## config.mk

```make
export PLATFORM = sky130hd
export DESIGN_NAME = dmem_ctrl
export DESIGN_NICKNAME = d
export VERILOG_FILES = /design/src/dmem_bus_pkg.sv /design/src/dmem_pma_pkg.sv /design/src/dmem_membuf.sv /design/src/dmem_pma_region.sv /design/src/dmem_pma_resolve.sv /design/src/dmem_wb_ctrl.sv /design/src/dmem_ctrl.sv
export SDC_FILE = /design/constraint.sdc
export NUM_CORES = 1
export LEC_CHECK = 0
export BUFFER_PORTS_ARGS = -buffer_cell sky130_fd_sc_hd__clkbuf_2
export CAP_MARGIN = 20
export CORE_AREA = 2 2 186 188
export DETAILED_ROUTE_END_ITERATION = 10
export DIE_AREA = 0 0 188 190
export PLACE_DENSITY_LB_ADDON = 0.1
export REMOVE_ABC_BUFFERS = 1
export SYNTH_ARGS = -nofsm -noshare
export SYNTH_HDL_FRONTEND = slang
export SYNTH_SLANG_ARGS = --single-unit
```

## constraint.sdc

```tcl
create_clock -name clk_i -period 16.4 [get_ports clk_i]
set_input_delay 0.82 -clock clk_i [delete_from_list [all_inputs] [get_ports clk_i]]
set_output_delay 0.82 -clock clk_i [all_outputs]
set_load 0.005 [all_outputs]
```

## src/dmem_bus_pkg.sv

```systemverilog
// CPU-side and Wishbone-side definitions for the data memory block
// Fixed at RV32, little-endian byte lanes, queue depth a power of two
`default_nettype none

package dmem_bus_pkg;

  ////////////////////////////////////////////////////////////
  // Sizes
  ////////////////////////////////////////////////////////////

  // Address and data width
  localparam int XLEN         = 32;

  // Byte lanes per word and the offset bits that pick a lane
  localparam int SEL_W        = XLEN / 8;
  localparam int BYTE_OFS_W   = $clog2(SEL_W);

  // Request queue
  localparam int MEMBUF_DEPTH = 2;
  localparam int MEMBUF_PTR_W = $clog2(MEMBUF_DEPTH);
  localparam int MEMBUF_CNT_W = $clog2(MEMBUF_DEPTH + 1);

  ////////////////////////////////////////////////////////////
  // Types
  ////////////////////////////////////////////////////////////

  typedef logic [XLEN-1:0]       xword_t;
  typedef logic [SEL_W-1:0]      wb_sel_t;
  typedef logic [BYTE_OFS_W-1:0] byte_ofs_t;

  // Access size, same encoding as funct3[1:0] of loads and stores
  typedef enum logic [1:0] {
    SZ_BYTE = 2'b00,
    SZ_HALF = 2'b01,
    SZ_WORD = 2'b10
  } mem_size_e;

  // One CPU request as held in the queue
  typedef struct packed {
    xword_t    adr;
    mem_size_e size;
    logic      we;
    xword_t    d;
  } mem_req_t;

  // Bus master states
  typedef enum logic [1:0] {
    IDLE = 2'b00,
    BUS  = 2'b01,
    RESP = 2'b10
  } wb_state_e;

endpackage : dmem_bus_pkg

`default_nettype wire

```

## src/dmem_pma_pkg.sv

```systemverilog
// Physical memory attribute definitions
// Regions are base/mask pairs, lower index wins where regions overlap
`default_nettype none

package dmem_pma_pkg;

  import dmem_bus_pkg::*;

  ////////////////////////////////////////////////////////////
  // Region table
  ////////////////////////////////////////////////////////////

  // Number of attribute regions checked in parallel
  localparam int PMA_CNT = 4;

  // Static configuration of one region
  // Mask has ones on the address bits that are compared
  typedef struct packed {
    xword_t base;
    xword_t mask;
    logic   en;
    logic   rd;
    logic   wr;
  } pma_region_t;

  // Result of one region check
  typedef struct packed {
    logic match;
    // Only meaningful with match set
    logic allowed;
  } pma_hit_t;

endpackage : dmem_pma_pkg

`default_nettype wire

```

## src/dmem_membuf.sv

```systemverilog
// Request queue between CPU and bus master, depth a power of two
// Pushes while full are ignored, the CPU must watch rdy_o
`default_nettype none

module dmem_membuf
  import dmem_bus_pkg::*;
(
  input  logic     clk_i,
  input  logic     rst_n_i,

  // Write side, from the CPU
  input  logic     push_i,
  input  mem_req_t req_i,

  // Read side, to checks and bus master
  input  logic     pop_i,
  output mem_req_t head_o,
  output logic     head_vld_o,
  output logic     rdy_o
);

  ////////////////////////////////////////////////////////////
  // Storage and pointers
  ////////////////////////////////////////////////////////////

  mem_req_t                  buf_q [MEMBUF_DEPTH];
  logic [MEMBUF_PTR_W-1:0]   wr_ptr_q;
  logic [MEMBUF_PTR_W-1:0]   rd_ptr_q;
  logic [MEMBUF_CNT_W-1:0]   cnt_q;

  logic                      push_ok;
  logic                      pop_ok;

  // Qualified strobes
  assign push_ok    = push_i & rdy_o;
  assign pop_ok     = pop_i & head_vld_o;

  // Status
  assign rdy_o      = (cnt_q != MEMBUF_CNT_W'(MEMBUF_DEPTH));
  assign head_vld_o = (cnt_q != '0);

  // Head is visible the cycle after the push
  assign head_o     = buf_q[rd_ptr_q];

  // Entry write, payload only
  always_ff @(posedge clk_i)
  begin
    if (push_ok)
    begin
      buf_q[wr_ptr_q] <= req_i;
    end
  end

  ////////////////////////////////////////////////////////////
  // Pointer and count update
  ////////////////////////////////////////////////////////////

  always_ff @(posedge clk_i)
  begin
    if (!rst_n_i)
    begin
      wr_ptr_q <= '0;
      rd_ptr_q <= '0;
      cnt_q    <= '0;
    end
    else
    begin
      // Pointers wrap on their own width
      if (push_ok)
      begin
        wr_ptr_q <= wr_ptr_q + 1'b1;
      end
      if (pop_ok)
      begin
        rd_ptr_q <= rd_ptr_q + 1'b1;
      end
      // Simultaneous push and pop leaves count unchanged
      case ({push_ok, pop_ok})
        2'b10:   cnt_q <= cnt_q + 1'b1;
        2'b01:   cnt_q <= cnt_q - 1'b1;
        default: cnt_q <= cnt_q;
      endcase
    end
  end

endmodule : dmem_membuf

`default_nettype wire

```

## src/dmem_pma_region.sv

```systemverilog
// Attribute check of the queue head against one region
// Purely combinational, head validity is handled by the resolver
`default_nettype none

module dmem_pma_region
  import dmem_bus_pkg::*;
  import dmem_pma_pkg::*;
(
  // Region configuration
  input  pma_region_t cfg_i,

  // Access under test
  input  mem_req_t    head_i,

  // Match and permission
  output pma_hit_t    hit_o
);

  ////////////////////////////////////////////////////////////
  // Address match
  ////////////////////////////////////////////////////////////

  xword_t adr_masked;
  xword_t base_masked;
  logic   match;
  logic   granted;

  // Compare only the bits selected by the mask
  assign adr_masked  = head_i.adr & cfg_i.mask;
  assign base_masked = cfg_i.base & cfg_i.mask;

  // Disabled regions never match
  assign match       = cfg_i.en & (adr_masked == base_masked);

  ////////////////////////////////////////////////////////////
  // Permission
  ////////////////////////////////////////////////////////////

  // Stores need wr, loads need rd
  assign granted     = head_i.we ? cfg_i.wr : cfg_i.rd;

  assign hit_o.match   = match;
  assign hit_o.allowed = match & granted;

endmodule : dmem_pma_region

`default_nettype wire

```

## src/dmem_pma_resolve.sv

```systemverilog
// Merges region results and the alignment check into one verdict
// Lowest-index matching region decides, no match is a deny
`default_nettype none

module dmem_pma_resolve
  import dmem_bus_pkg::*;
  import dmem_pma_pkg::*;
(
  // Queue head
  input  mem_req_t head_i,
  input  logic     head_vld_i,

  // One result per region
  input  pma_hit_t hits_i [PMA_CNT],

  // Verdict, go and deny never both high
  output logic     go_o,
  output logic     deny_o,
  output logic     misaligned_o
);

  logic      misaligned;
  logic      found;
  logic      allowed;
  byte_ofs_t ofs;

  assign ofs = head_i.adr[BYTE_OFS_W-1:0];

  ////////////////////////////////////////////////////////////
  // Alignment
  ////////////////////////////////////////////////////////////

  always_comb
  begin
    case (head_i.size)
      SZ_BYTE: misaligned = 1'b0;
      SZ_HALF: misaligned = ofs[0];
      default: misaligned = |ofs;
    endcase
  end

  // Priority pick, first match from index 0 upward
  always_comb
  begin
    found   = 1'b0;
    allowed = 1'b0;
    for (int i = 0; i < PMA_CNT; i++)
    begin
      if (hits_i[i].match && !found)
      begin
        found   = 1'b1;
        allowed = hits_i[i].allowed;
      end
    end
  end

  ////////////////////////////////////////////////////////////
  // Verdict
  ////////////////////////////////////////////////////////////

  // Misalignment overrides any region grant
  assign misaligned_o = head_vld_i & misaligned;
  assign go_o         = head_vld_i & ~misaligned & found & allowed;
  assign deny_o       = head_vld_i & (misaligned | ~(found & allowed));

endmodule : dmem_pma_resolve

`default_nettype wire

```

## src/dmem_wb_ctrl.sv

```systemverilog
// Wishbone classic master, one single access per request, no bursts
// Head must stay stable until pop_o, loads return zero-extended data
`default_nettype none

module dmem_wb_ctrl
  import dmem_bus_pkg::*;
(
  input  logic     clk_i,
  input  logic     rst_n_i,

  // Queue head and verdict
  input  mem_req_t head_i,
  input  logic     go_i,
  input  logic     deny_i,
  input  logic     misaligned_i,
  output logic     pop_o,

  // CPU response
  output logic     mem_ack_o,
  output logic     mem_err_o,
  output logic     mem_misaligned_o,
  output xword_t   mem_q_o,

  // Wishbone master
  output logic     wb_cyc_o,
  output logic     wb_stb_o,
  output logic     wb_we_o,
  output xword_t   wb_adr_o,
  output wb_sel_t  wb_sel_o,
  output xword_t   wb_dat_o,
  input  xword_t   wb_dat_i,
  input  logic     wb_ack_i,
  input  logic     wb_err_i
);

  wb_state_e state_q;
  logic      cyc_q;
  logic      resp_err_q;
  logic      resp_mis_q;

  byte_ofs_t ofs;
  wb_sel_t   sel_d;
  xword_t    dat_d;
  xword_t    rd_shift;
  xword_t    rd_ext;

  assign ofs = head_i.adr[BYTE_OFS_W-1:0];

  ////////////////////////////////////////////////////////////
  // Lane steering
  ////////////////////////////////////////////////////////////

  // Write data replicated, slave picks lanes by sel
  always_comb
  begin
    case (head_i.size)
      SZ_BYTE:
      begin
        sel_d = wb_sel_t'(4'b0001) << ofs;
        dat_d = {4{head_i.d[7:0]}};
      end
      SZ_HALF:
      begin
        // Lane pair, bit 0 of offset ignored
        sel_d = wb_sel_t'(4'b0011) << {ofs[1], 1'b0};
        dat_d = {2{head_i.d[15:0]}};
      end
      default:
      begin
        sel_d = '1;
        dat_d = head_i.d;
      end
    endcase
  end

  // Read data down to bit 0, then zero-extend
  assign rd_shift = wb_dat_i >> {ofs, 3'b000};

  always_comb
  begin
    case (head_i.size)
      SZ_BYTE: rd_ext = xword_t'(rd_shift[7:0]);
      SZ_HALF: rd_ext = xword_t'(rd_shift[15:0]);
      default: rd_ext = rd_shift;
    endcase
  end

  ////////////////////////////////////////////////////////////
  // Control FSM
  ////////////////////////////////////////////////////////////

  always_ff @(posedge clk_i)
  begin
    if (!rst_n_i)
    begin
      state_q    <= IDLE;
      cyc_q      <= 1'b0;
      resp_err_q <= 1'b0;
      resp_mis_q <= 1'b0;
    end
    else
    begin
      case (state_q)
        IDLE:
        begin
          if (go_i)
          begin
            state_q <= BUS;
            cyc_q   <= 1'b1;
          end
          else if (deny_i)
          begin
            // Answered locally, bus untouched
            state_q    <= RESP;
            resp_err_q <= 1'b1;
            resp_mis_q <= misaligned_i;
          end
        end
        BUS:
        begin
          // Slave error wins over ack
          if (wb_err_i || wb_ack_i)
          begin
            state_q    <= RESP;
            cyc_q      <= 1'b0;
            resp_err_q <= wb_err_i;
            resp_mis_q <= 1'b0;
          end
        end
        RESP:
        begin
          state_q    <= IDLE;
          resp_err_q <= 1'b0;
          resp_mis_q <= 1'b0;
        end
        default: state_q <= IDLE;
      endcase
    end
  end

  // Bus payload captured at cycle start, read data at ack
  always_ff @(posedge clk_i)
  begin
    if (state_q == IDLE && go_i)
    begin
      wb_adr_o <= {head_i.adr[XLEN-1:BYTE_OFS_W], {BYTE_OFS_W{1'b0}}};
      wb_sel_o <= sel_d;
      wb_dat_o <= dat_d;
      wb_we_o  <= head_i.we;
    end
    if (state_q == BUS && wb_ack_i && !head_i.we)
    begin
      mem_q_o <= rd_ext;
    end
  end

  // Single access, strobe follows cycle
  assign wb_cyc_o = cyc_q;
  assign wb_stb_o = cyc_q;

  // One response cycle, queue entry retired with it
  assign pop_o            = (state_q == RESP);
  assign mem_ack_o        = pop_o & ~resp_err_q;
  assign mem_err_o        = pop_o & resp_err_q;
  assign mem_misaligned_o = mem_err_o & resp_mis_q;

endmodule : dmem_wb_ctrl

`default_nettype wire

```

## src/dmem_ctrl.sv

```systemverilog
// Data memory access block without cache, RV32, Wishbone classic master
// Region configuration must stay static while accesses are in flight
`default_nettype none

module dmem_ctrl
  import dmem_bus_pkg::*;
  import dmem_pma_pkg::*;
(
  input  logic        clk_i,
  input  logic        rst_n_i,

  // Region configuration
  input  pma_region_t pma_cfg_i [PMA_CNT],

  // CPU side
  input  logic        mem_req_i,
  input  mem_size_e   mem_size_i,
  input  xword_t      mem_adr_i,
  input  logic        mem_we_i,
  input  xword_t      mem_d_i,
  output logic        mem_rdy_o,
  output xword_t      mem_q_o,
  output logic        mem_ack_o,
  output logic        mem_err_o,
  output logic        mem_misaligned_o,

  // Wishbone master
  output logic        wb_cyc_o,
  output logic        wb_stb_o,
  output logic        wb_we_o,
  output xword_t      wb_adr_o,
  output wb_sel_t     wb_sel_o,
  output xword_t      wb_dat_o,
  input  xword_t      wb_dat_i,
  input  logic        wb_ack_i,
  input  logic        wb_err_i
);

  ////////////////////////////////////////////////////////////
  // Internal nets
  ////////////////////////////////////////////////////////////

  mem_req_t cpu_req;
  mem_req_t head;
  logic     head_vld;
  pma_hit_t hits [PMA_CNT];
  logic     go;
  logic     deny;
  logic     misaligned;
  logic     pop;

  // CPU request into queue format
  assign cpu_req = '{adr: mem_adr_i, size: mem_size_i, we: mem_we_i, d: mem_d_i};

  // Request queue
  dmem_membuf membuf_inst (
    .clk_i      ( clk_i     ),
    .rst_n_i    ( rst_n_i   ),
    .push_i     ( mem_req_i ),
    .req_i      ( cpu_req   ),
    .pop_i      ( pop       ),
    .head_o     ( head      ),
    .head_vld_o ( head_vld  ),
    .rdy_o      ( mem_rdy_o )
  );

  // One checker per attribute region
  for (genvar i = 0; i < PMA_CNT; i++)
  begin : gen_region
    dmem_pma_region region_inst (
      .cfg_i  ( pma_cfg_i[i] ),
      .head_i ( head         ),
      .hit_o  ( hits[i]      )
    );
  end

  // Priority and alignment
  dmem_pma_resolve resolve_inst (
    .head_i       ( head       ),
    .head_vld_i   ( head_vld   ),
    .hits_i       ( hits       ),
    .go_o         ( go         ),
    .deny_o       ( deny       ),
    .misaligned_o ( misaligned )
  );

  // Bus master and CPU response
  dmem_wb_ctrl wb_ctrl_inst (
    .clk_i            ( clk_i            ),
    .rst_n_i          ( rst_n_i          ),
    .head_i           ( head             ),
    .go_i             ( go               ),
    .deny_i           ( deny             ),
    .misaligned_i     ( misaligned       ),
    .pop_o            ( pop              ),
    .mem_ack_o        ( mem_ack_o        ),
    .mem_err_o        ( mem_err_o        ),
    .mem_misaligned_o ( mem_misaligned_o ),
    .mem_q_o          ( mem_q_o          ),
    .wb_cyc_o         ( wb_cyc_o         ),
    .wb_stb_o         ( wb_stb_o         ),
    .wb_we_o          ( wb_we_o          ),
    .wb_adr_o         ( wb_adr_o         ),
    .wb_sel_o         ( wb_sel_o         ),
    .wb_dat_o         ( wb_dat_o         ),
    .wb_dat_i         ( wb_dat_i         ),
    .wb_ack_i         ( wb_ack_i         ),
    .wb_err_i         ( wb_err_i         )
  );

endmodule : dmem_ctrl

`default_nettype wire

```

Word level (Yosys, flattened, before mapping) --
Memories as Yosys holds them, arrays and structs flattened. A register that Yosys moved wholly into a read port is not among the register bits. Index checks and enable logic that the tools add are counted.
Storage, ports and cells: memory bits (writable) 134, input bits 372, memories 1, output and inout port bits 107, register bits after elaboration 108, word-level logic and storage cells 122
Operators by class: reduce and logical (&&, ||, !) cells 21, add/sub/neg operators 4, bitwise gates (word level) 31, muxes and demuxes 35, equal/unequal tests 15, shift-type cells 3
Memories:
- membuf_inst.buf_q | depth 2, width 67, read ports 1, clocked after memory_dff 1, wr ports 1, line dmem_membuf.sv:26 | mem_req_t buf_q [MEMBUF_DEPTH];
Operators by type and width (count):
- bitwise AND 32 bit | 8
- == test 32 bit | 4
- case mux 32 bit (2 select lines) | 2
- >> shifter 32 x 5 -> 32 bit | 1
- 2-to-1 mux 1 bit | 23
- bitwise AND 1 bit | 19
- case mux 2 bit (2 select lines) | 2
- case mux 4 bit (2 select lines) | 1
- == test 2 x 1 -> 1 bit, second input constant | 3
- logical AND 1 bit | 6
- 2-to-1 mux 2 bit | 3
- != test 2 bit, second input constant | 3
- case mux 1 bit (3 select lines) | 2
- nonzero test 2 bit | 3
- == test 2 bit, second input constant | 2
- zero test 1 bit | 4
- zero test 2 bit | 2
- != test 2 x 1 -> 1 bit, second input constant | 2
- case mux 1 bit (2 select lines) | 2
- AND reduction 4 bit | 1
- << shifter 1 x 2 -> 4 bit, first input constant | 1
- << shifter 2 x 2 -> 4 bit, first input constant | 1
- != test 3 x 2 -> 1 bit, second input constant | 1
- inverter 1 bit | 3
- 9 further kinds | 10

Depth between registers and ports, before layout --
word-level depth 20, depth in mapped cells 11, gate-level depth less buffers 9

Cells and area by module --
From an unflattened synthesis, not the netlist that was laid out.
Second synthesis, totals: cells, all modules 750, area, all modules 11433.5 um2
Modules (own cells, without submodules):
- dmem_membuf | cells each 232, seq. area each 4124.0 um2, area an instance 5056.1 um2, instances 1
- dmem_wb_ctrl | cells each 286, seq. area each 3072.9 um2, area an instance 4391.7 um2, instances 1
- dmem_pma_region | cells each 55, seq. area each 0.0 um2, area an instance 479.2 um2, instances 4
- dmem_pma_resolve | cells each 12, seq. area each 0.0 um2, area an instance 68.8 um2, instances 1

Least setup slack after synthesis --
OpenSTA, ideal clock, no wires.
path kind reg-to-reg, start register (tool-made name), end register wb_ctrl_inst.wb_adr_o[10] (enable), library setup time 0.492 ns, slack 10.888 ns, arrival 5.020 ns, period minus slack after synthesis 5.512 ns, data required time 15.908 ns, cell stages (with the launch flop) 12, path buffers 2, cells stage by stage dfxtp_1 > buf_6 > buf_6 > mux2i_2 > mux2i_1 > a2111oi_0 > nand3_1 > nor3_1 > a32o_1 > a211o_1 > nand3_1 > nor2_1
RTL lines:
- end signal: assignment | line dmem_wb_ctrl.sv:146 | wb_adr_o <= {head_i.adr[XLEN-1:BYTE_OFS_W], {BYTE_OFS_W{1'b0}}};
- end: declaration | line dmem_wb_ctrl.sv:28 | output xword_t wb_adr_o,

==> impl_metrics.yaml <==
drt:
  routed_wl_mm: 50.6
  drc: 0
  drt_iter0_drc: 915
  routedWlPerCell_um: 26.2
  ant_nets: 0
  firstDrtPassIters: 7
  vias_per_cell: 5.27
  num_vias: 10200
timing:
  finalSetupViolCount: 0
  rsz0062_at_grt: "false"
  period_share_pct: 34.9
  max_freq_ghz: 0.175
  fin_tns_setup_ns: 0
  finalMaxSlewViolations: 0
  fin_crit_ns: 5.72
  whs_ns: 0.442
  slew_headroom_pct: 25.3
  tightest_slew_ns: 1.12
  skew_ns: 0.0134
  final.setup.worst_slack_ns: 10.68
  final_hold_viol_count: 0
placed_design:
  dp_slack_ns: 10.63
  portBuffers: 476
  dp_cells: 1872
  dp_hpwl_mm: 40.2
  gp_congestion: 0.927
clock_network:
  clkTransAtPathRegs_ns: 0.06
  htree_levels: 1
  cts_root_buf: "clkbuf_16"
  cts_setup_buffers: 0
  cts.sinks: 243
  clock_latency_ns: 0.57
  ctsResizeCount: 0
  cts_tree: "done"
  cts_buffers: 29
  postCtsHoldBufs: 0
  clock_path_buffers: 3
setup_path:
  cp.required_ns: 16.60
  cp-start-kind: "flip-flop"
  rr_worst_depth: 11
  cp_max_fo: 51
  critPathCaptureType: "flip-flop"
  critPathArrivalTime_ns: 5.92
  worstSetupPathType: "reg -> reg"
yosys:
  ys_ff_latch: 243
  yosysTopAreaCell: "edfxtp_1"
  synth_top_flop_cell: "edfxtp_1"
  syn_area_per_cell_um2: 12.8
  async_flop_share_pct: 0
  synth_area_leaders: "edfxtp_1 57%, xnor2_1 6.5%, mux2i_1 5.4%, a22oi_1 3.8%, mux2i_4 2.7%"
  ys_warn_count: 0
  synth-edff-count: 233
  synth_top_area_share_pct: 56.7
  synth_cell_types: 62
  syn-cell-area_um2: 12300
  synth_seq_area_share_pct: 58.4
  syn_inst: 962
final_layout:
  fillers: 3198
  layout_common_cells: "476 x clkbuf_2, 233 x edfxtp_1, 92 x xnor2_1"
  final_layout_size_suffix_gt1_share_pct: 39.5
  fin_cells: 1936
  fin_nets: 1825
  layout_commonest_cell: "clkbuf_2"
  area_delta_synth_final_pct: 31.1
power_and_ir_drop:
  p_per_area_nw_per_um2: 128
  peakVddDrop_mv: 0.0801
  leakagePower_nw: 6.51
run:
  maxCapViolations: 0
floorplan:
  die_w_um: 188
  initial_core_util_pct: 36.3
  die_h_um: 190
  die_area_um2: 35700
  fp-row-count: 68
  coreArea_um2: 33900
  ios: 479
grt:
  grt_use_total_pct: 27.1
  grt_max_degree: 69
  grt_pass1_wl_mm: 68.6
  first_global_vias: 9833
  antenna_found_initial: 10
  grt-ovfl-total: 0
worst_hold_path:
  hold_path_depth: 1
  hold_path.class: "in -> reg"
run_status:
  run_status: "completed"
## through the flow
stage	total power [mW]	area [um^2]	util, %
2_1_floorplan	1.21	12200	-
3_3_place_gp	1.44	15200	44.8
3_5_place_dp	1.45	15200	44.8
4_1_cts	2.08	16100	47.5
5_1_grt	2.16	16200	47.6
6_report	2.07	16200	47.6
## synthesized netlist by cell type (3+ instances only)
master,number
a2111oi_0,7
a211oi_1,8
a21o_1,3
a21oi_1,43
a222oi_1,6
a22oi_1,62
and2_1,15
and3_1,3
buf_1,3
buf_4,3
clkbuf_1,20
dfxtp_1,10
edfxtp_1,233
ha_1,4
inv_1,34
mux2_2,10
mux2i_1,66
mux2i_2,17
mux2i_4,15
nand2_1,87
nand2b_1,39
nand3_1,8
nand4_1,24
nor2_1,41
nor2b_1,13
nor3_1,4
nor4_1,10
o21ai_0,31
o221ai_1,8
xnor2_1,92
## worst max-delay path, cell delays in order (launching register included)
cell	delay [ns]
dfxtp_4	0.78
buf_4	0.91
mux2i_2	0.71
mux2i_1	0.21
a2111oi_0	0.37
nand4_1	0.16
nor4_1	0.40
nor2b_1	0.19
a211o_1	0.14
nand3_1	0.12
nor2_4	0.59
buf_4	0.66
## flip-flops by register name, indices dropped and copies added, names as in the netlist, named ones only
register and cells:
membuf_inst.rd_ptr_q 1, wb_ctrl_inst.resp_err_q 1, wb_ctrl_inst.wb_sel_o 4, wb_ctrl_inst.state_q 2, membuf_inst.buf_q 134, wb_ctrl_inst.wb_we_o 1
wb_ctrl_inst.wb_dat_o 32, membuf_inst.wr_ptr_q 1, wb_ctrl_inst.mem_q_o 32, wb_ctrl_inst.wb_cyc_o 1, membuf_inst.cnt_q 2, wb_ctrl_inst.wb_adr_o 30
wb_ctrl_inst.resp_mis_q 1
## final cells by class
cell class                 instances  area [um^2]  area share [%]
timing repair buffer             485         2450            15.2
multi-input combinational        656         4870            30.1
tap                              455          569            3.52
sequential                       243         7200            44.5
clock buffer                      36          752            4.65
clock inverter                    18          175            1.08
antenna                            9         22.5           0.139
inverter                          34          128           0.789
## report_power, final
part	internal, mW	total, mW	switching (mW)
Sequential	0.761	0.794	0.0334
Combinational	0.251	0.646	0.395
Clock	0.373	0.634	0.262
Total	1.38	2.07	0.690
## logic make-up (layout without fill, tap and decap cells)
group	after synthesis	in the layout	share of synthesized area, %
other	1	11	0.0304
XOR/XNOR	93	93	6.61
buffers and inverters	64	573	2.43
multiplexers	108	108	10.9
AND/OR/NAND/NOR	258	258	10.5
AO/OA/AOI/OAI	191	191	10.7
flip-flops	243	243	58.4
adder cells (fa/ha/maj)	4	4	0.406
## metal layers
layer	GRT usage, %	part of all wire (%)	vias to the layer above
li1	-	-	4643
met1	35.1	41	4947
met2	43.9	48	546
met3	8.37	9.9	61
met4	7.39	1.9	2
met5	0	0.026	-
## path summary, 6_finish.rpt
kind	start	endpoint	slack (ns)
min	mem_adr_i[11]	membuf_inst.buf_q[0][46]	0.44
max	flip-flop	wb_ctrl_inst.wb_adr_o[4]	10.68
max reg2reg	flip-flop	wb_ctrl_inst.wb_adr_o[4]	10.68
min reg2reg	wb_ctrl_inst.resp_mis_q	wb_ctrl_inst.resp_mis_q	0.48
Note: power is estimated with default switching activity, not from simulation.
